==> config.mk <==
export PLATFORM = sky130hd
export DESIGN_NAME = encode_packet
export DESIGN_NICKNAME = d
export VERILOG_FILES = /design/src/usb_pid_pkg.sv /design/src/usb_enc_pkg.sv /design/src/tx_byte_counter.sv /design/src/crc16_unit.sv /design/src/payload_skid.sv /design/src/encode_fsm.sv /design/src/encode_packet.sv
export SDC_FILE = /design/constraint.sdc
export NUM_CORES = 1
export LEC_CHECK = 0
export ABC_AREA = 1
export CAP_MARGIN = 10
export CORE_MARGIN = 4
export CORE_UTILIZATION = 45
export CTS_BUF_LIST = sky130_fd_sc_hd__clkbuf_16
export DETAILED_ROUTE_END_ITERATION = 10
export DONT_BUFFER_PORTS = 1
export PLACE_DENSITY = 0.67
export SLEW_MARGIN = 20
export SYNTH_ARGS = -nofsm -noshare
export SYNTH_HDL_FRONTEND = slang
export SYNTH_SLANG_ARGS = --single-unit
==> constraint.sdc <==
create_clock -name clock -period 2.51 [get_ports clock]
set_input_delay 0.1255 -clock clock [delete_from_list [all_inputs] [get_ports clock]]
set_output_delay 0.1255 -clock clock [all_outputs]
set_load 0.005 [all_outputs]
==> src/usb_pid_pkg.sv <==
package usb_pid_pkg;

  // Low two bits of the PID code select the packet group
  localparam logic [1:0] PID_GROUP_HSK  = 2'b10;
  localparam logic [1:0] PID_GROUP_TOK  = 2'b01;
  localparam logic [1:0] PID_GROUP_DATA = 2'b11;

  // Packet kinds, one per requester
  localparam logic [1:0] KIND_HSK  = 2'd0;
  localparam logic [1:0] KIND_TOK  = 2'd1;
  localparam logic [1:0] KIND_DATA = 2'd2;

  // Upper nibble carries the inverse of the code for integrity checking
  typedef struct packed {
    logic [3:0] check;
    logic [3:0] code;
  } pid_nibbles_t;

  // The same PID byte, read raw or as check and code
  typedef union packed {
    logic [7:0]   raw;
    pid_nibbles_t nib;
  } pid_byte_u;

endpackage

==> src/usb_enc_pkg.sv <==
package usb_enc_pkg;

  // Encoder sequencing
  typedef enum logic [2:0] {
    ST_IDLE,
    ST_PID,
    ST_BODY,
    ST_CRC,
    ST_DONE
  } state_e;

  // USB CRC16, reflected form of 0x8005
  localparam logic [15:0] CRC16_INIT     = 16'hFFFF;
  localparam logic [15:0] CRC16_POLY_REV = 16'hA001;

  // Tail byte counter
  localparam int CNT_W = 2;

  // Token bodies and CRC tails are both two bytes
  localparam logic [CNT_W-1:0] CNT_TAIL = 2'd2;

endpackage

==> src/tx_byte_counter.sv <==
`timescale 1ns/10ps

module tx_byte_counter (
  input  logic                          clock,
  input  logic                          reset,
  input  logic                          load_i,
  input  logic [usb_enc_pkg::CNT_W-1:0] value_i,
  input  logic                          step_i,
  output logic                          zero_o
);

  logic [usb_enc_pkg::CNT_W-1:0] cnt_q;

  // Load wins over a step in the same cycle
  always_ff @(posedge clock) begin
    if (reset) begin
      cnt_q <= '0;
    end else if (load_i) begin
      cnt_q <= value_i;
    end else if (step_i && !zero_o) begin
      cnt_q <= cnt_q - 1'b1;
    end
  end

  assign zero_o = (cnt_q == '0);

  // A new tail is only loaded once the previous one has fully drained
  a_load_after_drain: assert property (@(posedge clock) disable iff (reset)
    load_i |-> zero_o);

endmodule

==> src/crc16_unit.sv <==
`timescale 1ns/10ps

module crc16_unit (
  input  logic        clock,
  input  logic        reset,
  input  logic        clear_i,
  input  logic        byte_valid_i,
  input  logic [7:0]  byte_i,
  output logic [15:0] crc_o
);

  logic [15:0] crc_q;
  logic [15:0] crc_next;

  // Eight LSB-first steps of the reflected LFSR
  always_comb begin
    crc_next = crc_q;
    for (int i = 0; i < 8; i++) begin
      if (crc_next[0] ^ byte_i[i]) begin
        crc_next = (crc_next >> 1) ^ usb_enc_pkg::CRC16_POLY_REV;
      end else begin
        crc_next = crc_next >> 1;
      end
    end
  end

  always_ff @(posedge clock) begin
    if (reset || clear_i) begin
      crc_q <= usb_enc_pkg::CRC16_INIT;
    end else if (byte_valid_i) begin
      crc_q <= crc_next;
    end
  end

  // Reflected register already holds the bit-reversed remainder,
  // so only the inversion is left
  assign crc_o = ~crc_q;

endmodule

==> src/payload_skid.sv <==
`timescale 1ns/10ps

module payload_skid (
  input  logic       clock,
  input  logic       reset,
  input  logic       enable_i,
  input  logic       in_valid_i,
  input  logic       in_last_i,
  input  logic [7:0] in_data_i,
  input  logic       pop_i,
  output logic       in_ready_o,
  output logic       out_valid_o,
  output logic       out_last_o,
  output logic [7:0] out_data_o,
  output logic       accept_o
);

  logic       h_valid_q;
  logic       h_last_q;
  logic [7:0] h_data_q;
  logic       s_valid_q;
  logic       s_last_q;
  logic [7:0] s_data_q;
  logic       last_seen_q;

  // Ready comes from registers only, spare slot keeps throughput at one per cycle
  assign in_ready_o = enable_i && !s_valid_q && !last_seen_q;
  assign accept_o   = in_valid_i && in_ready_o;

  always_ff @(posedge clock) begin
    if (reset) begin
      h_valid_q   <= 1'b0;
      s_valid_q   <= 1'b0;
      last_seen_q <= 1'b0;
    end else begin
      if (!enable_i) begin
        last_seen_q <= 1'b0;
      end else if (accept_o && in_last_i) begin
        last_seen_q <= 1'b1;
      end

      case ({accept_o, pop_i})
        2'b10: begin
          if (h_valid_q) begin
            s_valid_q <= 1'b1;
          end else begin
            h_valid_q <= 1'b1;
          end
        end
        2'b01: begin
          h_valid_q <= s_valid_q;
          s_valid_q <= 1'b0;
        end
        // Push with pop just replaces the head
        default: ;
      endcase
    end
  end

  always_ff @(posedge clock) begin
    if (accept_o && (!h_valid_q || pop_i)) begin
      h_data_q <= in_data_i;
      h_last_q <= in_last_i;
    end else if (pop_i) begin
      h_data_q <= s_data_q;
      h_last_q <= s_last_q;
    end

    if (accept_o && h_valid_q && !pop_i) begin
      s_data_q <= in_data_i;
      s_last_q <= in_last_i;
    end
  end

  assign out_valid_o = h_valid_q;
  assign out_last_o  = h_last_q;
  assign out_data_o  = h_data_q;

  // The encoder only pops a head that is present
  a_pop_valid: assert property (@(posedge clock) disable iff (reset)
    pop_i |-> h_valid_q);

  // Nothing is queued behind the final payload byte
  a_last_is_tail: assert property (@(posedge clock) disable iff (reset)
    h_valid_q && h_last_q |-> !s_valid_q);

endmodule

==> src/encode_fsm.sv <==
`timescale 1ns/10ps

module encode_fsm (
  input  logic                          clock,
  input  logic                          reset,
  input  logic                          hsk_send_i,
  input  logic [1:0]                    hsk_type_i,
  input  logic                          tok_send_i,
  input  logic [1:0]                    tok_type_i,
  input  logic [15:0]                   tok_data_i,
  input  logic                          trn_send_i,
  input  logic [1:0]                    trn_type_i,
  input  logic                          trn_tvalid_i,
  input  logic                          trn_tlast_i,
  input  logic                          skid_valid_i,
  input  logic                          skid_last_i,
  input  logic [7:0]                    skid_data_i,
  input  logic [15:0]                   crc_value_i,
  input  logic                          cnt_zero_i,
  input  logic                          tx_tready_i,
  output logic                          body_en_o,
  output logic                          skid_pop_o,
  output logic                          crc_clear_o,
  output logic                          cnt_load_o,
  output logic [usb_enc_pkg::CNT_W-1:0] cnt_value_o,
  output logic                          tx_tvalid_o,
  output logic                          tx_tlast_o,
  output logic [7:0]                    tx_tdata_o,
  output logic                          hsk_done_o,
  output logic                          tok_done_o,
  output logic                          trn_done_o,
  output logic                          enc_busy_o
);

  usb_enc_pkg::state_e    state_q;
  usb_pid_pkg::pid_byte_u pid;
  logic [1:0]  kind_q;
  logic [1:0]  sel_kind;
  logic        zero_len_q;
  logic        zero_len_d;
  logic        hsk_hold_q;
  logic        tok_hold_q;
  logic        trn_hold_q;
  logic        req_any;
  logic        tx_valid_q;
  logic        tx_last_q;
  logic [7:0]  tx_data_q;
  logic        tx_fire;
  logic        tail_state;
  logic        data_body;
  logic [15:0] tail_word;

  // Fixed priority, a requester must drop send before it is served again
  always_comb begin
    req_any       = 1'b1;
    sel_kind      = usb_pid_pkg::KIND_DATA;
    pid.nib.code  = {trn_type_i, usb_pid_pkg::PID_GROUP_DATA};
    if (hsk_send_i && !hsk_hold_q) begin
      sel_kind     = usb_pid_pkg::KIND_HSK;
      pid.nib.code = {hsk_type_i, usb_pid_pkg::PID_GROUP_HSK};
    end else if (tok_send_i && !tok_hold_q) begin
      sel_kind     = usb_pid_pkg::KIND_TOK;
      pid.nib.code = {tok_type_i, usb_pid_pkg::PID_GROUP_TOK};
    end else if (!trn_send_i || trn_hold_q) begin
      req_any = 1'b0;
    end
    pid.nib.check = ~pid.nib.code;
  end

  assign zero_len_d = (sel_kind == usb_pid_pkg::KIND_DATA) && trn_tlast_i && !trn_tvalid_i;
  assign tx_fire    = tx_valid_q && tx_tready_i;
  assign data_body  = (state_q == usb_enc_pkg::ST_BODY) && (kind_q == usb_pid_pkg::KIND_DATA);
  assign tail_state = (state_q == usb_enc_pkg::ST_CRC) ||
                      ((state_q == usb_enc_pkg::ST_BODY) && (kind_q == usb_pid_pkg::KIND_TOK));
  assign tail_word  = (kind_q == usb_pid_pkg::KIND_TOK) ? tok_data_i : crc_value_i;

  assign body_en_o   = data_body;
  // Cleared in idle too so an empty packet sends the inverted start value
  assign crc_clear_o = (state_q == usb_enc_pkg::ST_IDLE) || (state_q == usb_enc_pkg::ST_PID);
  // Counter is zero in the body until the last payload byte is taken
  assign skid_pop_o  = data_body && cnt_zero_i && skid_valid_i && (!tx_valid_q || tx_tready_i);

  // Tokens and empty data packets know their tail at acceptance
  assign cnt_load_o  = ((state_q == usb_enc_pkg::ST_IDLE) && req_any &&
                        ((sel_kind == usb_pid_pkg::KIND_TOK) || zero_len_d)) ||
                       (skid_pop_o && skid_last_i);
  assign cnt_value_o = usb_enc_pkg::CNT_TAIL;

  always_ff @(posedge clock) begin
    if (reset) begin
      state_q    <= usb_enc_pkg::ST_IDLE;
      kind_q     <= usb_pid_pkg::KIND_HSK;
      zero_len_q <= 1'b0;
      tx_valid_q <= 1'b0;
      tx_last_q  <= 1'b0;
      hsk_hold_q <= 1'b0;
      tok_hold_q <= 1'b0;
      trn_hold_q <= 1'b0;
    end else begin
      hsk_hold_q <= hsk_send_i && (hsk_hold_q || hsk_done_o);
      tok_hold_q <= tok_send_i && (tok_hold_q || tok_done_o);
      trn_hold_q <= trn_send_i && (trn_hold_q || trn_done_o);

      case (state_q)
        usb_enc_pkg::ST_IDLE: begin
          if (req_any) begin
            state_q    <= usb_enc_pkg::ST_PID;
            kind_q     <= sel_kind;
            zero_len_q <= zero_len_d;
            tx_valid_q <= 1'b1;
            tx_last_q  <= (sel_kind == usb_pid_pkg::KIND_HSK);
          end
        end
        usb_enc_pkg::ST_PID: begin
          if (tx_fire) begin
            if (kind_q == usb_pid_pkg::KIND_HSK) begin
              state_q    <= usb_enc_pkg::ST_DONE;
              tx_valid_q <= 1'b0;
              tx_last_q  <= 1'b0;
            end else if (kind_q == usb_pid_pkg::KIND_TOK) begin
              state_q <= usb_enc_pkg::ST_BODY;
            end else if (zero_len_q) begin
              state_q <= usb_enc_pkg::ST_CRC;
            end else begin
              state_q    <= usb_enc_pkg::ST_BODY;
              tx_valid_q <= 1'b0;
            end
          end
        end
        usb_enc_pkg::ST_BODY, usb_enc_pkg::ST_CRC: begin
          if (tail_state) begin
            // Low tail byte leaves with the count at one, high byte at zero
            if (tx_fire && cnt_zero_i) begin
              state_q    <= usb_enc_pkg::ST_DONE;
              tx_valid_q <= 1'b0;
              tx_last_q  <= 1'b0;
            end else if (tx_fire) begin
              tx_last_q <= 1'b1;
            end
          end else if (tx_fire && !cnt_zero_i) begin
            state_q <= usb_enc_pkg::ST_CRC;
          end else if (skid_pop_o) begin
            tx_valid_q <= 1'b1;
          end else if (tx_fire) begin
            // Payload starved, hold the packet open
            tx_valid_q <= 1'b0;
          end
        end
        default: begin
          state_q <= usb_enc_pkg::ST_IDLE;
        end
      endcase
    end
  end

  always_ff @(posedge clock) begin
    if (state_q == usb_enc_pkg::ST_IDLE) begin
      tx_data_q <= pid.raw;
    end else if (skid_pop_o) begin
      tx_data_q <= skid_data_i;
    end else if (tx_fire) begin
      tx_data_q <= tail_state ? tail_word[15:8] : tail_word[7:0];
    end
  end

  assign tx_tvalid_o = tx_valid_q;
  assign tx_tlast_o  = tx_last_q;
  assign tx_tdata_o  = tx_data_q;

  assign hsk_done_o = (state_q == usb_enc_pkg::ST_DONE) && (kind_q == usb_pid_pkg::KIND_HSK);
  assign tok_done_o = (state_q == usb_enc_pkg::ST_DONE) && (kind_q == usb_pid_pkg::KIND_TOK);
  assign trn_done_o = (state_q == usb_enc_pkg::ST_DONE) && (kind_q == usb_pid_pkg::KIND_DATA);
  assign enc_busy_o = (state_q != usb_enc_pkg::ST_IDLE);

  a_tx_stable: assert property (@(posedge clock) disable iff (reset)
    tx_tvalid_o && !tx_tready_i |=>
      tx_tvalid_o && $stable(tx_tdata_o) && $stable(tx_tlast_o));

  // Final byte taken, then exactly one requester sees its done pulse
  a_done_after_last: assert property (@(posedge clock) disable iff (reset)
    tx_tvalid_o && tx_tready_i && tx_tlast_o |=>
      $onehot({hsk_done_o, tok_done_o, trn_done_o}));

endmodule

==> src/encode_packet.sv <==
`timescale 1ns/10ps

module encode_packet (
  input  logic        clock,
  input  logic        reset,
  output logic        enc_busy_o,
  output logic        tx_tvalid_o,
  input  logic        tx_tready_i,
  output logic        tx_tlast_o,
  output logic [7:0]  tx_tdata_o,
  input  logic        hsk_send_i,
  input  logic [1:0]  hsk_type_i,
  output logic        hsk_done_o,
  input  logic        tok_send_i,
  input  logic [1:0]  tok_type_i,
  input  logic [15:0] tok_data_i,
  output logic        tok_done_o,
  input  logic        trn_send_i,
  input  logic [1:0]  trn_type_i,
  output logic        trn_done_o,
  input  logic        trn_tvalid_i,
  output logic        trn_tready_o,
  input  logic        trn_tlast_i,
  input  logic [7:0]  trn_tdata_i
);

  logic                          body_en;
  logic                          skid_pop;
  logic                          skid_valid;
  logic                          skid_last;
  logic [7:0]                    skid_data;
  logic                          payload_accept;
  logic                          crc_clear;
  logic [15:0]                   crc_value;
  logic                          cnt_load;
  logic [usb_enc_pkg::CNT_W-1:0] cnt_value;
  logic                          cnt_zero;

  encode_fsm u_fsm (
    .clock        (clock),
    .reset        (reset),
    .hsk_send_i   (hsk_send_i),
    .hsk_type_i   (hsk_type_i),
    .tok_send_i   (tok_send_i),
    .tok_type_i   (tok_type_i),
    .tok_data_i   (tok_data_i),
    .trn_send_i   (trn_send_i),
    .trn_type_i   (trn_type_i),
    .trn_tvalid_i (trn_tvalid_i),
    .trn_tlast_i  (trn_tlast_i),
    .skid_valid_i (skid_valid),
    .skid_last_i  (skid_last),
    .skid_data_i  (skid_data),
    .crc_value_i  (crc_value),
    .cnt_zero_i   (cnt_zero),
    .tx_tready_i  (tx_tready_i),
    .body_en_o    (body_en),
    .skid_pop_o   (skid_pop),
    .crc_clear_o  (crc_clear),
    .cnt_load_o   (cnt_load),
    .cnt_value_o  (cnt_value),
    .tx_tvalid_o  (tx_tvalid_o),
    .tx_tlast_o   (tx_tlast_o),
    .tx_tdata_o   (tx_tdata_o),
    .hsk_done_o   (hsk_done_o),
    .tok_done_o   (tok_done_o),
    .trn_done_o   (trn_done_o),
    .enc_busy_o   (enc_busy_o)
  );

  // One step per accepted output byte
  tx_byte_counter u_counter (
    .clock   (clock),
    .reset   (reset),
    .load_i  (cnt_load),
    .value_i (cnt_value),
    .step_i  (tx_tvalid_o && tx_tready_i),
    .zero_o  (cnt_zero)
  );

  crc16_unit u_crc (
    .clock        (clock),
    .reset        (reset),
    .clear_i      (crc_clear),
    .byte_valid_i (payload_accept),
    .byte_i       (trn_tdata_i),
    .crc_o        (crc_value)
  );

  payload_skid u_skid (
    .clock       (clock),
    .reset       (reset),
    .enable_i    (body_en),
    .in_valid_i  (trn_tvalid_i),
    .in_last_i   (trn_tlast_i),
    .in_data_i   (trn_tdata_i),
    .pop_i       (skid_pop),
    .in_ready_o  (trn_tready_o),
    .out_valid_o (skid_valid),
    .out_last_o  (skid_last),
    .out_data_o  (skid_data),
    .accept_o    (payload_accept)
  );

endmodule

==> results of run 1 <==
==> registers in the layout, indices dropped and copies added, names as in the netlist, 2 cells and up <==
signal / cells
u_counter.cnt_q: 2
u_crc.crc_q: 16
u_fsm.kind_q: 2
u_fsm.state_q: 3
u_fsm.tx_tdata_o: 8
u_skid.out_data_o: 8
u_skid.s_data_q: 8
==> layer usage <==
metal	vias to the layer above	routed length [um]	global-route usage, %
li1	1431	-	-
met5	-	0	0
met4	0	160	8.04
met1	1294	3440	24.1
met3	16	546	5.74
met2	96	3910	34.3
==> how the worst min path moves through the flow <==
stage	start	slack, ps	to
6_report	reset	20	u_fsm.tx_tvalid_o
5_1_grt	reset	40	u_fsm.tx_tlast_o
4_1_cts	reset	2	u_fsm.tx_tvalid_o
3_5_place_dp	reset	200	u_fsm.zero_len_q
3_3_place_gp	reset	200	u_fsm.zero_len_q
2_1_floorplan	reset	200	u_skid.s_valid_q
==> power by group <==
group | total [mW] | switching (mW) | internal, mW | leakage (nW)
Combinational | 0.780 | 0.530 | 0.249 | 0.946
Clock | 1.23 | 0.413 | 0.815 | 0.146
Sequential | 1.23 | 0.0797 | 1.15 | 0.504
==> critical path, stage by stage (launching register included) <==
cell and delay [ps]:
dfxtp_1 370, inv_2 70, nor2_4 130, inv_2 80, nor3_4 150, nor3b_4 300, nand2_4 70, clkinv_2 150
nand2_4 160, nand2_1 320
==> cell type report <==
| class | instances | area, um2 |
|---|---|---|
| clock buffers | 10 | 250 |
| clock inverters | 6 | 53.8 |
| fillers | 604 | 3090 |
| inverters | 49 | 185 |
| multi-input cells | 298 | 1470 |
| flip-flops and latches | 58 | 1420 |
| well taps | 96 | 120 |
| repair buffers | 22 | 198 |
==> placed cells by master (no fill, tap or decap), drive strengths merged <==
cell,instances
a211oi,3
a21boi,2
a21oi,34
a221oi,1
buf,9
bufinv,1
clkbuf,10
clkinv,6
clkinvlp,1
dfxtp,32
dlygate4sd3,13
edfxtp,26
ha,3
inv,47
nand2,128
nand3,15
nand4,1
nor2,31
nor3,4
nor3b,2
o211ai,12
o21ai,54
o22ai,1
o311ai,1
o31ai,1
xnor2,2
xor2,3
==> cell families (layout without fill, tap and decap cells) <==
family / after synthesis / in the layout / share of synthesized area [%]
xor gates and xnor gates: 5 / 5 / 1.39
DFF: 58 / 58 / 45.2
buffers and inverters: 60 / 87 / 8.07
adders and majority gates: 3 / 3 / 1.19
AOI/OAI and AO/OA: 109 / 109 / 20.0
and+or+nand+nor: 181 / 181 / 24.2
==> metrics by stage <==
step	power, mW	std cells
after global routing	3.44	539
final	3.24	539
after floorplan	1.82	416
after detailed placement	2.01	510
after global placement	2.00	510
after CTS	3.27	539
==> cells in the mapped netlist, drive strengths merged, types with 3 or more instances <==
cell and n:
a211oi 3, a21oi 34, buf 8, clkbuf 3, dfxtp 32, edfxtp 26, ha 3, inv 47
nand2 128, nand3 15, nor2 31, nor3 4, o211ai 12, o21ai 54, xor2 3
==> timing repair <==
item,CTS,global route
buffers inserted,0,0
hold endpoints to repair,21,0
hold buffers,13,0
==> reports/summary.txt, run 1 <==
Slew Limit Fails = 0
N_diodes = 0
Die Wd = 91.6 um
Synth warn = 0
Top_reg_cell synth = dfxtp_1
H-tree Lvls = 3
Final net count = 479
Worst Setup Start Kind = flop
Post-synth EDFFs = 26
Post-Syn Instances = 416
Setup crit end = u_skid.out_data_o[1]
Fin util = 54.5%
Number of synthesized register bits = 58
Post-synthesis sequential area ratio = 45.2%
Cell area after synthesis = 0.00315 mm2
Status = complete, no violations
Hold WS = 20.4 ps
Total track usage = 20.2%
RR Startpoint = u_fsm.state_q[1]
Start point of the critical path = u_fsm.state_q[1]
Setup Skew = 9.27 ps
Async S/R FF share, synth = 0%
GPL Wtd Cong = 0.827
Core Area = 0.00679 mm2
Pre-CTS setup slack = 352 ps
Bufs on Longest Clock Path = 2
Remaining antenna violation count = 0
Tightest Hold Check Type = input pin to flop
WP data required = 2490 ps
Max-Cap Viols = 0
Worst Tran Pin Value = 501 ps
R2r setup slk = 360 ps
CTS tree = built
R2r worst-path depth = 9
CTS buffer count = 9
Pin count of the biggest net entering global routing = 18
Worst hold stages = 3
Initial antenna violation count = 0
Netlist cell types = 36
Final instance area = 0.00370 mm2
Avg Inst Size Synth = 7.56 um2
CP Class = flop to flop
Clock Root Buffer = clkbuf_16
Post-CTS resize count = 0
Post-synth top area share = 24.8%
First-pass GRT wire length = 13400 um
DR WL/cell = 14.9 um
Detailed Routing Iterations Pass 1 = 4
Clock-pin slew on the worst setup and hold paths = 50 ps
CP max FO = 17
Clock net sink count = 58
Mapped Nets = 457
Top Ports = 53
I/O Buffers = 0
Placed cell areas = 0.00327 mm2
Number of global-route vias before repair = 2830
RSZ-0062 raised after global routing = false
Setup Total Neg Slack = 0 ps
Leakage = 1.60 nW
Setup violations, final = 0
Maximum vdd drop = 0.289 mV
WL final = 8060 um
Worst Setup End Kind = flop
Die extent in y = 91.6 um
Later-pin clock latency in the skew report = 320 ps
Yosys top cell by area = edfxtp_1
Top area cells in the synthesized netlist = edfxtp_1 (25%), dfxtp_1 (20%), nand2_1 (15%), o21ai_0 (6.7%), a21oi_1 (5.2%)
Initial DRC count = 108
Share of cells above drive strength 1 = 9.03%
Detailed placement HPWL = 6180 um
Standard-cell rows = 30
Effective utilization at floorplan = 46.3%
Tcrit/Tclk final = 85.6%
Via count = 2837
Worst endpoint data arrival time = 2130 ps
Die Area = 0.00840 mm2
P&R area growth vs syn = 17.6%
Hold violation count in the final report = 0
DRC Markers = 0
GRT Residual Overflow = 0
Max frequency = 0.465 GHz
DR vias/cell = 5.26
Final WS setup = 361 ps
Reg-to-reg critical path endpoint = u_skid.out_data_o[1]
Normalized max-slew margin = 66.3%
Pwr dens = 876 mW/mm2
Tmin final = 2150 ps
No activity file was read; power rests on OpenSTA's default activity.
==> run 2: changes to the inputs <==
Settings changed: SYNTH_HIERARCHICAL set to 1.
==> run 2 against run 1 <==
Power up 8.8%. Area after synthesis rose by 11%. First-iteration DRC count increased by 100%. Utilization is 0.18 points higher. Routed wire length increased by 14%. Setup slack lost 170 ps. Critical path type unchanged. Largest power group is now clock. Highest routed layer unchanged.
==> reports/summary.txt, run 2 <==
Status = complete, no violations
Commonest non-fill, non-tap cell in the layout = nand2_1
DR vias/cell = 5.24
Tightest Hold Check Type = input pin to flop
Core Area = 0.00741 mm2
Worst Setup End Kind = flop
Post-Syn Instances = 482
Setup violations, final = 0
Effective utilization at floorplan = 47.1%
Detailed Routing Iterations Pass 1 = 5
Normalized max-slew margin = 48.1%
Mapped Nets = 524
Initial DRC count = 218
Max frequency = 0.431 GHz
CP Cell Sequence = nor2_1 > nand2_1 > nor2_2 > nand2_2 > inv_2 > inv_1 > nand2_1 > nand4_2 > nand2_1
First-pass GRT wire length = 14800 um
CTS buffer count = 9
Clock-pin slew on the worst setup and hold paths = 50 ps
Post-synth EDFFs = 26
Later-pin clock latency in the skew report = 330 ps
Die Wd = 96.1 um
Top Ports = 53
Worst endpoint data arrival time = 2310 ps
CP max stage delay = 340 ps
Detailed placement HPWL = 6820 um
Most frequent cells in the layout = nand2_1 (154), inv_1 (58), nor2_1 (41)
CP max FO = 14
Reg with most FFs = u_crc/crc_q
Max-Cap Viols = 0
Synth warn = 6
Setup Total Neg Slack = 0 ps
DR WL/cell = 15.1 um
Post-synth top area share = 22.4%
Hold_sp = trn_tvalid_i
Slew Limit Fails = 0
Share of cells above drive strength 1 = 11.4%
H-tree Lvls = 3
Clock Root Buffer = clkbuf_16
GRT Residual Overflow = 0
Worst Setup Start Kind = flop
P&R area growth vs syn = 16.0%
Number of synthesized register bits = 58
Clock net sink count = 58
Bufs on Longest Clock Path = 2
Maximum vdd drop = 0.402 mV
Initial antenna violation count = 0
Standard-cell rows = 31
Pin count of the biggest net entering global routing = 17
N_diodes = 0
Start point of the critical path = u_fsm/state_q[0]
WL final = 9160 um
Post-synth top cells = nand2_1 (154), inv_1 (58), nor2_1 (41)
Remaining antenna violation count = 0
Total track usage = 21.7%
CP dominant cell by count = nand2_1
Yosys top cell by area = edfxtp_1
Post-synthesis sequential area ratio = 40.7%
Pwr dens = 871 mW/mm2
Leakage = 1.93 nW
Slowest cell on the critical path = dfxtp_1
Final net count = 544
Via count = 3174
Fin util = 54.6%
Tcrit/Tclk final = 92.4%
RSZ-0062 raised after global routing = false
Hold violation count in the final report = 0
Hold WS = 36.6 ps
GPL Wtd Cong = 0.911
Tmin final = 2320 ps
Avg Inst Size Synth = 7.24 um2
DRC Markers = 0
Cell area after synthesis = 0.00349 mm2
Die extent in y = 96.1 um
Top_reg_cell synth = dfxtp_1
RR Startpoint = u_fsm/state_q[0]
I/O Buffers = 0
Number of global-route vias before repair = 2881
Die Area = 0.00923 mm2
Netlist cell types = 40
Post-CTS resize count = 0
Worst Tran Pin Value = 776 ps
Setup Skew = 4.33 ps
Most frequent cell after synthesis = nand2_1
WP data required = 2500 ps
Max reg flops = 16
CTS tree = built
CP Class = flop to flop
Top area cells in the synthesized netlist = edfxtp_1 (22%), dfxtp_1 (18%), nand2_1 (17%), inv_1 (6.2%), nor2_1 (4.4%)
Async S/R FF share, synth = 0%
-- run 2: changes by cell type after synthesis, sizes merged, moves of 6 or more --
cell and delta:
or2 +6, nand4 +11, nor2 +14, inv +16, o21ai -35, a21oi -12
nand3 +20, nand2 +37
-- run 2: path summary, 6_finish.rpt --
check,end,slack (ps),cells after the start
setup / recovery,u_skid/out_data_o[5],190,9
hold / removal,u_skid/out_last_o,40,2
setup reg to reg,u_skid/out_data_o[5],190,9
hold reg to reg,u_fsm/kind_q[0],490,2
-- run 2: metrics by stage --
stage	instances	setup WS (ps)	total power [mW]	instance area, um2
after floorplan	482	381	1.97	3490
after global placement	575	348	2.19	3580
after detailed placement	575	239	2.21	3580
after CTS	606	214	3.54	4050
after global routing	606	12.1	3.74	4050
final	606	190	3.53	4050
-- run 2: logic make-up after synthesis --
group                    count (synthesis)  synth area share (%)
adder cells (fa/ha/maj)                  4                  1.43
buffers and inverters                   77                  9.50
flip-flops                              58                  40.7
AND/OR/NAND/NOR                        267                  34.8
other                                    2                 0.215
multiplexers                             1                 0.287
AO/OA/AOI/OAI                           66                  11.3
XOR/XNOR                                 7                  1.76
-- run 2: critical path: cells and delay by family, from the launching register on --
family,cells,cell delay [ps]
AND/OR/NAND/NOR,7,1280
buffers and inverters,2,340
flip-flops,1,340
-- run 2: layout make-up --
class	count	area, um2
clock buffers	9	225
clock inverters	7	93.8
fillers	716	3360
inverters	63	236
multi-input cells	347	1740
flip-flops and latches	58	1420
well taps	99	124
repair buffers	23	210
-- run 2: power breakdown --
group	internal (mW)	switching (mW)	leakage, nW
clock network	0.865	0.440	0.151
registers	1.15	0.0781	0.505
logic	0.334	0.657	1.28
total	2.35	1.18	1.93
-- run 2: repair_timing --
item / CTS / global route
hold buffers: 15 / 0
hold endpoints to repair: 26 / 0
setup buffers: 0 / 0
-- run 2: layer usage --
layer	wire [um]	part of all wire, %	GRT usage [%]
met1	4170	46	28.0
met2	4240	46	34.3
met3	547	6.0	5.32
met4	196	2.1	9.12
met5	0	0	0
==> run 3: changes to the inputs <==
Settings changed: ABC_AREA 1 to 0.
==> run 3 against run 2 <==
Synthesized cell count fell by 25%. Via count fell by 17%. Worst hold slack got worse by 16 ps. Highest routed layer unchanged.
==> reports/summary.txt, run 3 <==
Start point of the critical path = u_fsm/state_q[1]
CP max stage delay = 400 ps
Clock Root Buffer = clkbuf_16
Detailed placement HPWL = 5980 um
Max-Cap Viols = 0
Pwr dens = 893 mW/mm2
Fin util = 53.0%
Die extent in y = 97.5 um
Later-pin clock latency in the skew report = 320 ps
Post-CTS resize count = 0
First-pass GRT wire length = 13500 um
Tcrit/Tclk final = 88.0%
Initial antenna violation count = 0
Netlist cell types = 67
Worst Setup Start Kind = flop
P&R area growth vs syn = 14.1%
Top area cells in the synthesized netlist = edfxtp_1 (22%), dfxtp_1 (18%), xnor2_2 (4.5%), inv_1 (4.0%), mux2_4 (3.7%)
Tmin final = 2210 ps
WP data required = 2710 ps
Hold WS = 20.6 ps
Tightest Hold Check Type = input pin to flop
Top Ports = 53
Clock-pin slew on the worst setup and hold paths = 50 ps
Most frequent cells in the layout = inv_1 (38), nand2_1 (32), dfxtp_1 (32)
CTS buffer count = 9
RR Startpoint = u_fsm/state_q[1]
Worst endpoint data arrival time = 2410 ps
Number of global-route vias before repair = 2551
Max reg flops = 16
CP Class = flop to flop
Remaining antenna violation count = 0
Die Wd = 97.5 um
Number of synthesized register bits = 58
Final WS setup = 301 ps
WL final = 8240 um
Most frequent cell after synthesis = inv_1
Maximum vdd drop = 0.396 mV
DRC Markers = 0
Clock net sink count = 58
Via count = 2639
Hold_sp = trn_tdata_i[4]
Total track usage = 17.7%
Normalized max-slew margin = 59.2%
Final instance area = 0.00411 mm2
Switching share of power = 34.8%
Final net count = 419
Post-Layout Cell Count = 484
Worst Setup End Kind = flop
Share of cells above drive strength 1 = 18.3%
Post-synth EDFFs = 26
Psw = 1.28 mW
CTS tree = built
Status = complete, no violations
Logic pwr share = 35.9%
Hold violation count in the final report = 0
Commonest non-fill, non-tap cell in the layout = inv_1
Clk network pwr share = 29.6%
H-tree Lvls = 3
Slowest cell on the critical path = or3b_4
Placed cell count = 455
Leakage = 1.75 nW
Slew Limit Fails = 0
Setup Total Neg Slack = 0 ps
Mapped Nets = 404
RSZ-0062 raised after global routing = false
Setup violations, final = 0
Die Area = 0.00951 mm2
Detailed Routing Iterations Pass 1 = 4
Pin count of the biggest net entering global routing = 31
Internal = 2.39 mW
Post-Syn Instances = 362
Yosys top cell by area = edfxtp_1
Core Area = 0.00777 mm2
Power Total = 3.67 mW
Reg with most FFs = u_crc/crc_q
Avg Inst Size Synth = 9.96 um2
DR vias/cell = 5.45
Post-synthesis sequential area ratio = 39.4%
GPL Wtd Cong = 0.936
Initial DRC count = 123
Worst Tran Pin Value = 611 ps
Post-synth top cells = inv_1 (38), dfxtp_1 (32), nand2_1 (32)
Cell area after synthesis = 0.00361 mm2
Standard-cell rows = 32
Post-synth top area share = 21.7%
CP max FO = 30
Pre-CTS setup slack = 325 ps
DR WL/cell = 17.0 um
Synth warn = 6
Placed cell areas = 0.00371 mm2
Async S/R FF share, synth = 0%
Max frequency = 0.453 GHz
I/O Buffers = 0
Bufs on Longest Clock Path = 2
Top_reg_cell synth = dfxtp_1
Seq pwr share = 34.4%
CP Cell Sequence = or3b_4 > nor2_1 > nor3b_2 > nand2_2 > clkinv_2 > buf_4 > nand2_1 > a211oi_1 > a31oi_1
N_diodes = 0
Effective utilization at floorplan = 46.4%
Setup Skew = 7.05 ps
GRT Residual Overflow = 0
run 3: changes by cell type in the layout (fill, tap and decap cells not counted), moves of 8 or more:
| cell | before | now |
|---|---|---|
| xnor2_1 | 1 | 11 |
| nor2_1 | 41 | 19 |
| a211o_1 | 0 | 9 |
| xnor2_2 | 0 | 10 |
| o21ai_0 | 16 | 6 |
| nand3b_1 | 2 | 10 |
| mux2i_1 | 1 | 12 |
| inv_1 | 58 | 38 |
| o211a_1 | 0 | 11 |
| nand2_1 | 154 | 32 |
| mux2_4 | 0 | 9 |
| nand3_1 | 29 | 2 |
| nand4_1 | 11 | 1 |
run 3: critical path: cells and delay by family (launching register included):
family / cells / cell delay, ps
AO/OA/AOI/OAI: 2 / 280
flip-flops: 1 / 330
AND/OR/NAND/NOR: 5 / 1060
buffers and inverters: 2 / 410
run 3: area by class of cell:
class                           count  area (um2)
Clock buffer                        9         225
Fill cell                         702        3650
Timing Repair Buffer               25         220
Tap cell                          102         128
Multi-Input combinational cell    244        1930
Sequential cell                    58        1420
Clock inverter                      7        45.0
Inverter                           39         148
run 3: layer usage:
layer  share of wire, %  routed length (um)  GRT usage, %  up-vias
li1                   -                   -             -     1314
met1                 46                3770          23.7     1220
met2                 47                3850          27.6       95
met3                6.1                 504          5.31       10
met4                1.4                 112          5.43        0
met5                  0                   0             0        -
run 3: kinds of logic after synthesis:
logic type	share of synthesized area [%]
AND/OR/NAND/NOR	15.9
adder cells (fa/ha/maj)	1.39
buffers and inverters	7.15
other	0.208
flip-flops	39.4
AO/OA/AOI/OAI	18.9
XOR/XNOR	9.30
multiplexers	7.70
run 3: timing repair:
item	in CTS	in global routing
hold endpoints to repair	24	0
hold buffers	13	0
buffers inserted	0	0
run 3: power groups by stage:
stage,registers [mW],clock network [mW],logic [mW]
after floorplan,1.26,0,0.999
after global placement,1.28,0,1.25
after detailed placement,1.29,0,1.27
after CTS,1.27,1.11,1.30
after global routing,1.28,1.17,1.45
final,1.26,1.09,1.32
run 3: path summary, 6_finish.rpt:
kind                                        endpoint  slack [ps]  cells after the start
worst max register to register        u_crc/crc_q[0]         300                      9
worst min-delay path            u_skid/out_data_o[4]          20                      1
worst min register to register        u_crc/crc_q[3]         470                      2
worst max-delay path                  u_crc/crc_q[0]         300                      9
